<file path="src/obi_bus_pkg.sv">
// ----------------------------------------------------------------------
// Bus widths and packed request and response structs of the requester
// port and of the plain memory port of the atomic resolver
// Include this package first in the compile order
// ----------------------------------------------------------------------

package obi_bus_pkg;

  localparam int unsigned addr_w = 32;
  localparam int unsigned data_w = 32;
  localparam int unsigned id_w   = 4;
  localparam int unsigned be_w   = data_w / 8;
  localparam int unsigned atop_w = 6;

  // Requester side request, including the response ready
  typedef struct packed {
    logic              req;
    logic [addr_w-1:0] addr;
    logic              we;
    logic [be_w-1:0]   be;
    logic [data_w-1:0] wdata;
    logic [id_w-1:0]   aid;
    logic [atop_w-1:0] atop;
    logic              rready;
  } sbr_req_t;

  // Requester side response
  typedef struct packed {
    logic              gnt;
    logic              rvalid;
    logic [data_w-1:0] rdata;
    logic [id_w-1:0]   rid;
    logic              err;
    logic              exokay;
  } sbr_rsp_t;

  // Memory side request, no atomic field
  typedef struct packed {
    logic              req;
    logic [addr_w-1:0] addr;
    logic              we;
    logic [be_w-1:0]   be;
    logic [data_w-1:0] wdata;
    logic [id_w-1:0]   aid;
  } mem_req_t;

  // Memory side response, the memory always accepts rready
  typedef struct packed {
    logic              gnt;
    logic              rvalid;
    logic [data_w-1:0] rdata;
    logic              err;
  } mem_rsp_t;

  // One word held in the response buffer
  typedef struct packed {
    logic [data_w-1:0] data;
    logic              err;
    logic              exokay;
  } rsp_entry_t;

endpackage

</file>
<file path="src/atop_pkg.sv">
// ----------------------------------------------------------------------
// Atomic operation types of the resolver: opcode encoding, sequencer
// states, reservation record and SC outcome
// Compile after obi_bus_pkg, whose widths it uses
// ----------------------------------------------------------------------

package atop_pkg;

  // Adder width of the AMO unit, two guard bits for the compares
  localparam int unsigned alu_w = obi_bus_pkg::data_w + 2;

  // RISC-V funct5 in the low bits, bit 5 flags any atomic
  typedef enum logic [obi_bus_pkg::atop_w-1:0] {
    NONE    = 6'h00,
    AMOADD  = 6'h20,
    AMOSWAP = 6'h21,
    LR      = 6'h22,
    SC      = 6'h23,
    AMOXOR  = 6'h24,
    AMOOR   = 6'h28,
    AMOAND  = 6'h2c,
    AMOMIN  = 6'h30,
    AMOMAX  = 6'h34,
    AMOMINU = 6'h38,
    AMOMAXU = 6'h3c
  } atop_e;

  typedef enum logic [1:0] {
    IDLE,
    AMO_WAIT_RD,
    AMO_WRITE
  } seq_state_e;

  // A single reservation, owned by one requester id
  typedef struct packed {
    logic                             valid;
    logic [obi_bus_pkg::addr_w-1:0]   addr;
    logic [obi_bus_pkg::id_w-1:0]     owner;
  } reservation_t;

  // Outcome of the SC in the request phase
  typedef struct packed {
    logic valid;
    logic success;
  } sc_result_t;

endpackage

</file>
<file path="src/atop_reservation.sv">
// ----------------------------------------------------------------------
// LR/SC reservation tracking for the atomic resolver
// Decides in the request cycle whether an SC succeeds and updates the
// reservation on every accepted request; exokay follows one cycle later
// ----------------------------------------------------------------------

`timescale 1ns/1ps

module atop_reservation (
  input  logic                  clk_i,
  input  logic                  rst_ni,
  input  obi_bus_pkg::sbr_req_t obi_req_i,
  input  logic                  accept_i,
  output logic                  sc_fail_o,
  output logic                  exokay_o
);

  atop_pkg::reservation_t res_q, res_d;
  atop_pkg::sc_result_t   sc_res;
  atop_pkg::atop_e        op;
  logic                   own;
  logic                   hit;
  logic                   is_store;
  logic                   exokay_d;

  assign op  = atop_pkg::atop_e'(obi_req_i.atop);
  assign own = res_q.valid && (res_q.owner == obi_req_i.aid);
  assign hit = (res_q.addr == obi_req_i.addr);

  // Plain stores and read-modify-write AMOs both change memory
  assign is_store = ((op == atop_pkg::NONE) && obi_req_i.we) ||
                    (op[5] && !(op inside {atop_pkg::LR, atop_pkg::SC}));

  assign sc_res.valid   = (op == atop_pkg::SC);
  assign sc_res.success = own && hit;
  assign sc_fail_o      = sc_res.valid && !sc_res.success;

  always_comb begin
    res_d    = res_q;
    exokay_d = 1'b0;
    if (accept_i) begin
      if (op == atop_pkg::LR) begin
        exokay_d = 1'b1;
        // A held reservation is only replaced by its own requester
        if (!res_q.valid || res_q.owner == obi_req_i.aid) begin
          res_d.valid = 1'b1;
          res_d.addr  = obi_req_i.addr;
          res_d.owner = obi_req_i.aid;
        end
      end
      if (is_store && hit && (res_q.owner != obi_req_i.aid)) begin
        res_d.valid = 1'b0;
      end
      // The owner's SC ends the reservation whether it succeeds or not
      if (sc_res.valid && own) begin
        res_d.valid = 1'b0;
      end
      if (sc_res.valid && sc_res.success) begin
        exokay_d = 1'b1;
      end
    end
  end

  always_ff @(posedge clk_i or negedge rst_ni) begin
    if (!rst_ni) begin
      res_q    <= '0;
      exokay_o <= 1'b0;
    end else begin
      res_q    <= res_d;
      exokay_o <= exokay_d;
    end
  end

endmodule

</file>
<file path="src/atop_sequencer.sv">
// ----------------------------------------------------------------------
// Request sequencer of the atomic resolver
// Forwards plain requests to memory, turns each AMO into a read and a
// write-back, and turns a failing SC into a plain read
// ----------------------------------------------------------------------

`timescale 1ns/1ps

module atop_sequencer (
  input  logic                             clk_i,
  input  logic                             rst_ni,
  input  obi_bus_pkg::sbr_req_t            obi_req_i,
  input  obi_bus_pkg::mem_rsp_t            mem_rsp_i,
  input  logic                             buf_ready_i,
  input  logic                             sc_fail_i,
  input  logic [obi_bus_pkg::data_w-1:0]   alu_result_i,
  output logic                             gnt_o,
  output logic                             accept_o,
  output logic                             amo_wb_o,
  output obi_bus_pkg::mem_req_t            mem_req_o,
  output atop_pkg::atop_e                  op_o,
  output logic [obi_bus_pkg::data_w-1:0]   operand_o
);

  atop_pkg::seq_state_e             state_q, state_d;
  atop_pkg::atop_e                  req_op;
  atop_pkg::atop_e                  op_q;
  logic [obi_bus_pkg::addr_w-1:0]   addr_q;
  logic [obi_bus_pkg::id_w-1:0]     aid_q;
  logic [obi_bus_pkg::data_w-1:0]   operand_q;
  logic [obi_bus_pkg::data_w-1:0]   result_q;
  logic                             is_amo;
  logic                             load_amo;
  logic                             hold_result;

  assign req_op = atop_pkg::atop_e'(obi_req_i.atop);
  assign is_amo = req_op[5] && !(req_op inside {atop_pkg::LR, atop_pkg::SC});

  assign op_o      = op_q;
  assign operand_o = operand_q;

  always_comb begin
    state_d     = state_q;
    load_amo    = 1'b0;
    hold_result = 1'b0;
    amo_wb_o    = 1'b0;
    gnt_o       = 1'b0;
    accept_o    = 1'b0;

    mem_req_o.req   = 1'b0;
    mem_req_o.addr  = obi_req_i.addr;
    mem_req_o.we    = obi_req_i.we;
    mem_req_o.be    = obi_req_i.be;
    mem_req_o.wdata = obi_req_i.wdata;
    mem_req_o.aid   = obi_req_i.aid;

    unique case (state_q)
      atop_pkg::IDLE: begin
        mem_req_o.req = obi_req_i.req && buf_ready_i;
        gnt_o         = buf_ready_i && mem_rsp_i.gnt;
        accept_o      = obi_req_i.req && gnt_o;
        // LR and the AMO read phase never write, a failing SC only reads
        if (req_op == atop_pkg::SC) begin
          mem_req_o.we = !sc_fail_i;
        end else if (req_op == atop_pkg::LR || is_amo) begin
          mem_req_o.we = 1'b0;
        end
        if (accept_o && is_amo) begin
          load_amo = 1'b1;
          state_d  = atop_pkg::AMO_WAIT_RD;
        end
      end
      // ------------------------------------------------------------------
      // Write-back phase, the memory port belongs to the AMO
      // ------------------------------------------------------------------
      atop_pkg::AMO_WAIT_RD, atop_pkg::AMO_WRITE: begin
        mem_req_o.we    = 1'b1;
        mem_req_o.addr  = addr_q;
        mem_req_o.aid   = aid_q;
        mem_req_o.be    = {obi_bus_pkg::be_w{1'b1}};
        mem_req_o.wdata = (state_q == atop_pkg::AMO_WRITE) ? result_q : alu_result_i;
        if (state_q == atop_pkg::AMO_WRITE || mem_rsp_i.rvalid) begin
          mem_req_o.req = 1'b1;
          amo_wb_o      = 1'b1;
          if (mem_rsp_i.gnt) begin
            state_d = atop_pkg::IDLE;
          end else if (state_q == atop_pkg::AMO_WAIT_RD) begin
            // Read data is gone next cycle, so keep the result
            state_d     = atop_pkg::AMO_WRITE;
            hold_result = 1'b1;
          end
        end
      end
      default: state_d = atop_pkg::IDLE;
    endcase
  end

  always_ff @(posedge clk_i or negedge rst_ni) begin
    if (!rst_ni) begin
      state_q <= atop_pkg::IDLE;
    end else begin
      state_q <= state_d;
    end
  end

  always_ff @(posedge clk_i) begin
    if (load_amo) begin
      addr_q    <= obi_req_i.addr;
      aid_q     <= obi_req_i.aid;
      op_q      <= req_op;
      operand_q <= obi_req_i.wdata;
    end
    if (hold_result) begin
      result_q <= alu_result_i;
    end
  end

endmodule

</file>
<file path="src/amo_alu.sv">
// ----------------------------------------------------------------------
// Combinational AMO result unit
// One 34-bit adder serves AMOADD and the four min/max compares, where
// the operand is negated and the sign of the sum gives the order
// ----------------------------------------------------------------------

`timescale 1ns/1ps

module amo_alu (
  input  atop_pkg::atop_e                op_i,
  input  logic [obi_bus_pkg::data_w-1:0] mem_word_i,
  input  logic [obi_bus_pkg::data_w-1:0] operand_i,
  output logic [obi_bus_pkg::data_w-1:0] result_o
);

  localparam int unsigned dw = obi_bus_pkg::data_w;

  logic [atop_pkg::alu_w-1:0] add_a;
  logic [atop_pkg::alu_w-1:0] ext_b;
  logic [atop_pkg::alu_w-1:0] add_b;
  logic [atop_pkg::alu_w-1:0] sum;
  logic                       is_signed;
  logic                       is_cmp;
  logic                       lt;

  assign is_signed = (op_i inside {atop_pkg::AMOMIN, atop_pkg::AMOMAX});
  assign is_cmp    = (op_i inside {atop_pkg::AMOMIN, atop_pkg::AMOMAX,
                                   atop_pkg::AMOMINU, atop_pkg::AMOMAXU});

  // Sign extension only for the signed compares, zeros otherwise
  assign add_a = {{2{is_signed & mem_word_i[dw-1]}}, mem_word_i};
  assign ext_b = {{2{is_signed & operand_i[dw-1]}}, operand_i};
  assign add_b = is_cmp ? (~ext_b + atop_pkg::alu_w'(1)) : ext_b;
  assign sum   = add_a + add_b;

  // Memory word below operand when the difference is negative
  assign lt = sum[atop_pkg::alu_w-1];

  always_comb begin
    unique case (op_i)
      atop_pkg::AMOSWAP: result_o = operand_i;
      atop_pkg::AMOADD:  result_o = sum[dw-1:0];
      atop_pkg::AMOXOR:  result_o = mem_word_i ^ operand_i;
      atop_pkg::AMOAND:  result_o = mem_word_i & operand_i;
      atop_pkg::AMOOR:   result_o = mem_word_i | operand_i;
      atop_pkg::AMOMIN,
      atop_pkg::AMOMINU: result_o = lt ? mem_word_i : operand_i;
      atop_pkg::AMOMAX,
      atop_pkg::AMOMAXU: result_o = lt ? operand_i : mem_word_i;
      default:           result_o = operand_i;
    endcase
  end

endmodule

</file>
<file path="src/rsp_buffer.sv">
// ----------------------------------------------------------------------
// In-order response path of the atomic resolver
// Ids are queued at accept, memory data enters a two-entry fall-through
// FIFO, and the AMO write-back responses are dropped
// ----------------------------------------------------------------------

`timescale 1ns/1ps

module rsp_buffer (
  input  logic                           clk_i,
  input  logic                           rst_ni,
  input  logic                           accept_i,
  input  logic [obi_bus_pkg::id_w-1:0]   aid_i,
  input  logic                           sc_i,
  input  logic                           exokay_i,
  input  logic                           amo_wb_i,
  input  obi_bus_pkg::mem_rsp_t          mem_rsp_i,
  input  logic                           rready_i,
  output logic                           ready_o,
  output logic                           rvalid_o,
  output logic [obi_bus_pkg::data_w-1:0] rdata_o,
  output logic [obi_bus_pkg::id_w-1:0]   rid_o,
  output logic                           err_o,
  output logic                           exokay_o
);

  // Id queue, one slot per accepted request
  logic [obi_bus_pkg::id_w-1:0] id_q [2];
  logic [1:0]                   sc_q;
  logic [1:0]                   ok_q;
  logic                         id_wr_q, id_rd_q, last_q, acc_q;
  logic [1:0]                   id_cnt_q;

  // Data FIFO
  obi_bus_pkg::rsp_entry_t fifo_q [2];
  obi_bus_pkg::rsp_entry_t push_entry, head;
  logic                    f_wr_q, f_rd_q;
  logic [1:0]              f_cnt_q;
  logic                    wb_pend_q;
  logic                    push, pop, store, drop;
  logic                    slot, slot_ok;

  // Data arrives in order, so it belongs to the oldest id without data
  assign slot    = id_rd_q ^ f_cnt_q[0];
  assign slot_ok = (acc_q && last_q == slot) ? exokay_i : ok_q[slot];

  assign push              = mem_rsp_i.rvalid && !wb_pend_q;
  assign push_entry.data   = sc_q[slot] ? {{(obi_bus_pkg::data_w-1){1'b0}}, !slot_ok}
                                        : mem_rsp_i.rdata;
  assign push_entry.err    = mem_rsp_i.err;
  assign push_entry.exokay = slot_ok;

  assign head     = (f_cnt_q != 2'd0) ? fifo_q[f_rd_q] : push_entry;
  assign rvalid_o = (f_cnt_q != 2'd0) || push;
  assign pop      = rvalid_o && rready_i;
  assign store    = push && !(pop && f_cnt_q == 2'd0);
  assign drop     = pop && (f_cnt_q != 2'd0);

  assign rdata_o  = head.data;
  assign err_o    = head.err;
  assign exokay_o = head.exokay;
  assign rid_o    = id_q[id_rd_q];
  assign ready_o  = (id_cnt_q != 2'd2);

  always_ff @(posedge clk_i or negedge rst_ni) begin
    if (!rst_ni) begin
      id_wr_q   <= 1'b0;
      id_rd_q   <= 1'b0;
      last_q    <= 1'b0;
      acc_q     <= 1'b0;
      id_cnt_q  <= 2'd0;
      f_wr_q    <= 1'b0;
      f_rd_q    <= 1'b0;
      f_cnt_q   <= 2'd0;
      wb_pend_q <= 1'b0;
    end else begin
      acc_q <= accept_i;
      if (accept_i) begin
        id_wr_q <= !id_wr_q;
        last_q  <= id_wr_q;
      end
      if (pop) begin
        id_rd_q <= !id_rd_q;
      end
      id_cnt_q <= id_cnt_q + 2'(accept_i) - 2'(pop);
      if (store) begin
        f_wr_q <= !f_wr_q;
      end
      if (drop) begin
        f_rd_q <= !f_rd_q;
      end
      f_cnt_q <= f_cnt_q + 2'(store) - 2'(drop);
      // The write-back response is the next memory response after its grant
      if (amo_wb_i && mem_rsp_i.gnt) begin
        wb_pend_q <= 1'b1;
      end else if (mem_rsp_i.rvalid) begin
        wb_pend_q <= 1'b0;
      end
    end
  end

  always_ff @(posedge clk_i) begin
    if (accept_i) begin
      id_q[id_wr_q] <= aid_i;
      sc_q[id_wr_q] <= sc_i;
    end
    if (acc_q) begin
      ok_q[last_q] <= exokay_i;
    end
    if (store) begin
      fifo_q[f_wr_q] <= push_entry;
    end
  end

endmodule

</file>
<file path="src/atop_resolver.sv">
// ----------------------------------------------------------------------
// Atomic operation resolver for one requester in front of a memory
// without atomic support
// Connect obi_req_i/obi_rsp_o to the requester, mem_* to the memory
// ----------------------------------------------------------------------

`timescale 1ns/1ps

module atop_resolver (
  input  logic                  clk_i,
  input  logic                  rst_ni,
  input  obi_bus_pkg::sbr_req_t obi_req_i,
  output obi_bus_pkg::sbr_rsp_t obi_rsp_o,
  output obi_bus_pkg::mem_req_t mem_req_o,
  input  obi_bus_pkg::mem_rsp_t mem_rsp_i
);

  logic                           gnt, accept, amo_wb, buf_ready;
  logic                           sc_fail, res_exokay, is_sc;
  logic                           rvalid, err, exokay;
  logic [obi_bus_pkg::data_w-1:0] alu_result, operand, rdata;
  logic [obi_bus_pkg::id_w-1:0]   rid;
  atop_pkg::atop_e                op;

  assign is_sc     = (atop_pkg::atop_e'(obi_req_i.atop) == atop_pkg::SC);
  assign obi_rsp_o = '{gnt: gnt, rvalid: rvalid, rdata: rdata, rid: rid,
                       err: err, exokay: exokay};

  atop_sequencer i_atop_sequencer (
    .clk_i        (clk_i),
    .rst_ni       (rst_ni),
    .obi_req_i    (obi_req_i),
    .mem_rsp_i    (mem_rsp_i),
    .buf_ready_i  (buf_ready),
    .sc_fail_i    (sc_fail),
    .alu_result_i (alu_result),
    .gnt_o        (gnt),
    .accept_o     (accept),
    .amo_wb_o     (amo_wb),
    .mem_req_o    (mem_req_o),
    .op_o         (op),
    .operand_o    (operand)
  );

  atop_reservation i_atop_reservation (
    .clk_i     (clk_i),
    .rst_ni    (rst_ni),
    .obi_req_i (obi_req_i),
    .accept_i  (accept),
    .sc_fail_o (sc_fail),
    .exokay_o  (res_exokay)
  );

  amo_alu i_amo_alu (
    .op_i       (op),
    .mem_word_i (mem_rsp_i.rdata),
    .operand_i  (operand),
    .result_o   (alu_result)
  );

  rsp_buffer i_rsp_buffer (
    .clk_i     (clk_i),
    .rst_ni    (rst_ni),
    .accept_i  (accept),
    .aid_i     (obi_req_i.aid),
    .sc_i      (is_sc),
    .exokay_i  (res_exokay),
    .amo_wb_i  (amo_wb),
    .mem_rsp_i (mem_rsp_i),
    .rready_i  (obi_req_i.rready),
    .ready_o   (buf_ready),
    .rvalid_o  (rvalid),
    .rdata_o   (rdata),
    .rid_o     (rid),
    .err_o     (err),
    .exokay_o  (exokay)
  );

endmodule

</file>
<file path="config.mk">
export PLATFORM = sky130hd
export DESIGN_NAME = atop_resolver
export DESIGN_NICKNAME = d
export VERILOG_FILES = /design/src/obi_bus_pkg.sv /design/src/atop_pkg.sv /design/src/atop_reservation.sv /design/src/atop_sequencer.sv /design/src/amo_alu.sv /design/src/rsp_buffer.sv /design/src/atop_resolver.sv
export SDC_FILE = /design/constraint.sdc
export NUM_CORES = 1
export LEC_CHECK = 0
export BUFFER_PORTS_ARGS = -buffer_cell sky130_fd_sc_hd__buf_4
export CORE_ASPECT_RATIO = 1.75
export CORE_UTILIZATION = 30
export DETAILED_ROUTE_END_ITERATION = 6
export MAX_ROUTING_LAYER = met4
export PLACE_DENSITY_LB_ADDON = 0.15
export SLEW_MARGIN = 10
export SYNTH_ARGS = -nofsm -noshare
export SYNTH_HDL_FRONTEND = slang
export SYNTH_SLANG_ARGS = --single-unit
</file>
<file path="constraint.sdc">
create_clock -name clk_i -period 13.3 [get_ports clk_i]
set_input_delay 1.33 -clock clk_i [delete_from_list [all_inputs] [get_ports clk_i]]
set_output_delay 1.33 -clock clk_i [all_outputs]
set_load 0.03 [all_outputs]
</file>
## Word-level counts from Yosys, hierarchy flattened

Memories as Yosys holds them, arrays and structs flattened.
Cells that the tools add are included.

- Register bits after elaboration: 161
- Bits in writable memories: 76
- Input bits: 118
- Output and inout bits: 114
- Logic and storage cells: 167
- Memories: 2

Memory list:

| memory | depth | bits a word | read ports | clocked after Yosys merged registers in | wr ports | RTL line | text |
|---|---|---|---|---|---|---|---|
| i_rsp_buffer.fifo_q | 2 | 34 | 1 | 0 | 1 | rsp_buffer.sv:35 | `obi_bus_pkg::rsp_entry_t fifo_q [2];` |
| i_rsp_buffer.id_q | 2 | 4 | 1 | 0 | 1 | rsp_buffer.sv:28 | `logic [obi_bus_pkg::id_w-1:0] id_q [2];` |

- $add $sub $neg: 6
- Magnitude comparators: 5
- Eq/ne operators: 20
- Muxes and demuxes: 52
- Bitwise operators: 7
- Reduce and logical (&&, ||, !) cells: 54

Operator list:

| cell | count |
|---|---|
| $pmux 32 s6 | 1 |
| $mux 32 | 5 |
| $mux 37 | 2 |
| $mux 34 | 2 |
| $eq 6x6->1 const B | 10 |
| $mux 40 | 1 |
| $add 34x1->34 const B | 1 |
| $add 34x34->34 | 1 |
| $not 34->34 | 1 |
| $and 32x32->32 | 1 |
| $eq 32x32->1 | 1 |
| $or 32x32->32 | 1 |
| $xor 32x32->32 | 1 |
| $mux 1 | 30 |
| $logic_and 1x1->1 | 22 |
| $logic_not 1->1 | 11 |
| $reduce_and 3->1 | 3 |
| $mux 2 | 4 |
| $reduce_bool 2->1 | 4 |
| $logic_not 6->1 | 1 |
| $lt 1x2->1 const B | 3 |
| $reduce_bool 3->1 | 2 |
| $reduce_or 2->1 | 3 |
| $logic_or 1x1->1 | 5 |
| other kinds (19) | 28 |

## Depth between registers and ports, before layout

- Depth after elaboration: 11
- Mapped depth: 21
- Gate-level depth less buffers: 19

## Cells and area by module

A second synthesis with hierarchy kept.

- Cells, all modules: 1,504
- Area total of the unflattened synthesis: 15,985.3 µm²

By module, submodules not included:

| module | instances | cells an instance | area an instance (µm²) | seq. area each (µm²) |
|---|---|---|---|---|
| amo_alu | 1 | 775 | 5,223.8 | 0.0 |
| atop_sequencer | 1 | 288 | 4,574.4 | 3,233.1 |
| rsp_buffer | 1 | 288 | 4,068.9 | 2,677.6 |
| atop_reservation | 1 | 147 | 2,069.5 | 950.9 |
| atop_resolver | 1 | 6 | 48.8 | 0.0 |

## Worst setup path after synthesis

No wires, ideal clock.

- Path kind: input -> register
- From: input mem_rsp_i[34] (netlist bit)
- To: register i_atop_sequencer.addr_q[0] (netlist bit), enable pin
- Library setup time: 0.597 ns
- Data arrival time: 6.685 ns
- Required time: 12.703 ns
- Slack: 6.017 ns
- Stages on the path: 3
- Path buffers: 1
- Cells stage by stage: clkbuf_1 nand4_1 nor3_1

- Cells in the longest elaborated chain, start to end: 5

Ends and longest elaborated chain:

| element | RTL line | text |
|---|---|---|
| start, declared | atop_resolver.sv:15 | `input obi_bus_pkg::mem_rsp_t mem_rsp_i` |
| $logic_and 1x1->1 | atop_sequencer.sv:60 | `gnt_o = buf_ready_i && mem_rsp_i.gnt;` |
| $logic_and 1x1->1 | atop_sequencer.sv:61 | `accept_o = obi_req_i.req && gnt_o;` |
| $logic_and 1x1->1 | atop_sequencer.sv:68 | `if (accept_o && is_amo) begin` |
| $mux 1 | atop_sequencer.sv:68 |  |
| $mux 1 | atop_sequencer.sv:57 | `unique case (state_q)` |
| named net i_atop_sequencer.load_amo | atop_sequencer.sv:33 | `logic load_amo;` |
| end signal, assigned | atop_sequencer.sv:108 | `addr_q <= obi_req_i.addr;` |
| end, declared | atop_sequencer.sv:28 | `logic [obi_bus_pkg::addr_w-1:0] addr_q;` |

The timed path passes the listed nets, and every way through them passes these cells.
A chain may end at the register's enable or synchronous reset.

==> metrics.yaml <==
synth_area_um2: 15660
vias_per_cell: 5.231
cts_setup_buffers: 0
port_buffers: 231
holdWs_ps: 463.4
synth_edf_count: 186
power.density_nw_per_um2: 181.0
num_vias: 12550
critPathLaunchType: "flip-flop"
slew_headroom_pct: 21.42
yosys_register_bits: 237
drc_errors: 0
drt_first_pass_iters: 5
cap_violations: 0
fin_nets: 1932
power.total_mw: 3.442
synth_top_family_by_area: "compound AO/OA/AOI/OAI gates"
grt_pass1_vias: 12790
track_usage_pct: 19.50
syn_to_final_growth_pct: 21.48
max_slew.worst_pin.slew_ps: 1179
crit_type: "reg -> out"
num-fill-cells: 5231
synth.distinct_cells: 80
synthArstFlopShare_pct: 21.52
first_iter_violations: 627
synth-xor-area-share_pct: 5.889
grt_overflow: 0
seq_area_frac_synth_pct: 43.82
grt_pass1_wl_um: 77200
setup_viol: 0
cts_buffer_depth: 3
place_ws_ps: 4562
final_util_pct: 36.95
synthSimpleGateAreaFrac_pct: 12.16
grt_max_degree: 69
max_stage_delay_ps: 870
totalWireLength_um: 51580
critPathSlowestCell: "a21oi_2"
pin_count: 232
maxSlewViolCount: 0
syn_area_per_cell_um2: 10.40
arrival_ps: 7740
start_util_pct: 30.42
cts_tree: "yes"
fmax_mhz: 110.3
path_max_fanout: 26
leakage_nw: 7.881
syn_nets: 1731
wl_per_cell_um: 21.51
gp_congestion: 0.8597
rsz0062_at_grt: "no"
chipHeight_um: 304.2
synth_compound_area_share_pct: 16.98
hold_class: "reg -> reg"
yosysWarnings: 0
fin_ws_ps: 4231
antenna_found_initial: 0
path_cells: "nor4_1, nand3_1, or4_1, nor2_1, nand2_1, o41ai_1, xnor2_1, ha_1, a21oi_1, o21ai_0, a221oi_1, o221ai_1, a21oi_2, xnor3_2, nor2_1, o21ai_0, a21oi_1, a221o_1, buf_4"
vdd_drop_max_mv: 0.1249
drive_gt1_share_pct: 23.35
fin_crit_ps: 9069
fp.dieArea_um2: 53150
clock_latency_ps: 570
numCtsBuffers: 25
ys.flop_type: "edfxtp_1"
clk_pin_slew_ps: 70
crit_path_end_kind: "output pin"
synth_fa_ha_area_share_pct: 8.598
synth_cells: 1506
root_buffer: "clkbuf_16"
die_width_um: 174.7
cts.sinks: 237
ant_nets: 0
h-tree-depth: 1
synthMuxAreaShare_pct: 8.278
skew_ps: 18.11
cts_resized: 0
dp_hpwl_um: 39140
critPathRequiredTime_ps: 11970
core_area_um2: 51470
finalCritPeriodShare_pct: 68.19
outcome: "finished clean"
rows: 110
hold_buffers: 0
n_antenna_cell: 0
setup_tns_ps: 0
finalHoldViolCount: 0
critical path, delay by kind of cell, from the launching register on:
family                     cells  cell delay (ps)
DFF                            1              470
and+or+nand+nor                6             2830
adders and majority gates      1              310
xor gates and xnor gates       2              740
AOI/OAI and AO/OA              9             2650
buffers and inverters          1              180
kinds of logic after synthesis:
group	after synthesis
xor gates and xnor gates	102
DFF	237
muxes	120
AOI/OAI and AO/OA	393
and+or+nand+nor	377
buffers and inverters	170
adders and majority gates	107
synth_stat cells, types with 4 or more instances:
master / number / area share (%)
or3_1: 4 / 0.16
o22ai_1: 9 / 0.36
mux2i_1: 44 / 2.8
a21oi_1: 83 / 2.7
a221oi_1: 25 / 1.4
nand2_1: 107 / 2.6
a221o_1: 28 / 1.8
nor3_1: 17 / 0.54
nor4_1: 24 / 0.96
and2_1: 41 / 1.6
a22oi_1: 9 / 0.43
buf_4: 5 / 0.24
ha_1: 106 / 8.5
edfxtp_1: 186 / 36
o211ai_1: 11 / 0.53
a211oi_1: 9 / 0.43
a21o_1: 11 / 0.53
and4_1: 4 / 0.22
a311oi_1: 4 / 0.22
buf_2: 4 / 0.13
a211o_1: 12 / 0.67
nor3b_1: 6 / 0.29
a31oi_1: 12 / 0.48
or2_2: 5 / 0.20
o21ai_0: 111 / 3.5
dfrtp_1: 51 / 8.2
o31ai_1: 10 / 0.48
mux2_2: 76 / 5.5
o221ai_1: 4 / 0.22
xor2_1: 43 / 2.4
nor2_1: 78 / 1.9
o41ai_1: 7 / 0.39
nand3_1: 22 / 0.70
inv_1: 88 / 2.1
nand2b_1: 7 / 0.28
o21a_1: 7 / 0.34
and3_1: 7 / 0.28
xnor2_1: 57 / 3.2
nor2b_1: 33 / 1.3
nand4_1: 10 / 0.40
clkbuf_1: 67 / 1.6
buf_1: 4 / 0.096
a22o_1: 4 / 0.22
path summary, 6_finish.rpt:
| kind | start | end | slack [ps] | cells past startpoint |
|---|---|---|---|---|
| worst max-delay path | i_atop_sequencer.operand_o[6]$_DFFE_PP_ | mem_req_o[6] | 4230 | 19 |
| max in group asynchronous | rst_ni | i_atop_reservation.res_q[12]$_DFFE_PN0P_ | 11990 | 1 |
| min in group asynchronous | rst_ni | i_atop_sequencer.state_q[0]$_DFFE_PN0P_ | 800 | 1 |
| worst min-delay path | i_rsp_buffer.f_rd_q$_DFFE_PN0P_ | i_rsp_buffer.f_rd_q$_DFFE_PN0P_ | 460 | 1 |
| worst min register to register | i_rsp_buffer.f_rd_q$_DFFE_PN0P_ | i_rsp_buffer.f_rd_q$_DFFE_PN0P_ | 460 | 1 |
| worst max register to register | i_atop_sequencer.operand_o[6]$_DFFE_PP_ | i_atop_sequencer.result_q[20]$_DFFE_PP_ | 6380 | 17 |
cell type report:
class	instances	area (um2)	area share, %
multi-input combinational	1099	8212	43.17
inverter	89	334.1	1.756
clock inverter	10	130.1	0.6841
clock buffer	36	728.2	3.828
sequential	237	6863	36.08
tap	672	840.8	4.420
timing repair buffer	255	1914	10.06
registers in the layout (all words and copies together) (netlist names), 2 cells and up:
| register | count |
|---|---|
| i_rsp_buffer.id_q | 8 |
| i_rsp_buffer.sc_q | 2 |
| i_rsp_buffer.fifo_q | 68 |
| i_atop_sequencer.state_q | 2 |
| i_atop_sequencer.result_q | 32 |
| i_atop_reservation.res_q | 37 |
| i_rsp_buffer.ok_q | 2 |
| i_atop_sequencer.op_o | 6 |
| i_rsp_buffer.id_cnt_q | 2 |
| i_atop_sequencer.operand_o | 32 |
| i_rsp_buffer.f_cnt_q | 2 |
| i_atop_sequencer.aid_q | 4 |
| i_atop_sequencer.addr_q | 32 |
report_power, final:
part / internal (mW) / total [mW] / switching (mW)
Clock: 0.438 / 0.747 / 0.308
Sequential: 0.953 / 1.01 / 0.0544
Combinational: 0.614 / 1.69 / 1.07
Total: 2.01 / 3.44 / 1.44
stage by stage:
step | cells | area, um2
final | 2398 | 19020
after global routing | 2398 | 19020
after CTS | 2398 | 19020
after detailed placement | 2352 | 18160
after global placement | 2352 | 18160
after floorplan | 1506 | 15660
routing by layer:
metal | part of all wire, % | wire length (um) | global-route usage, %
met5 | 0 | 0 | -
met4 | 3.3 | 1711 | 7.139
met3 | 5.5 | 2836 | 3.561
met2 | 52 | 26630 | 34.68
met1 | 40 | 20400 | 21.42
cells in the final DEF, fill, tap and decap left out, types with 7 or more instances in the layout:
master     count
mux2i_1       43
nor3_1        16
o21ai_0      111
a221o_1       28
mux2_2        76
and3_1         7
nand2_1      107
a21o_1        11
clkbuf_16     26
and2_1        41
a211o_1       12
xor2_1        43
o21a_1         7
a21oi_1       83
edfxtp_1     186
a31oi_1       12
inv_1         88
a211oi_1       9
o31ai_1       10
nand3_1       20
nand4_1       10
xnor2_1       57
o41ai_1        7
ha_1         105
a22oi_1        9
buf_4        255
o211ai_1      11
o22ai_1        9
dfrtp_1       50
nor2b_1       32
nand2b_1       7
a221oi_1      25
nor2_1        75
nor4_1        21
(Power assumes the default switching activity.)
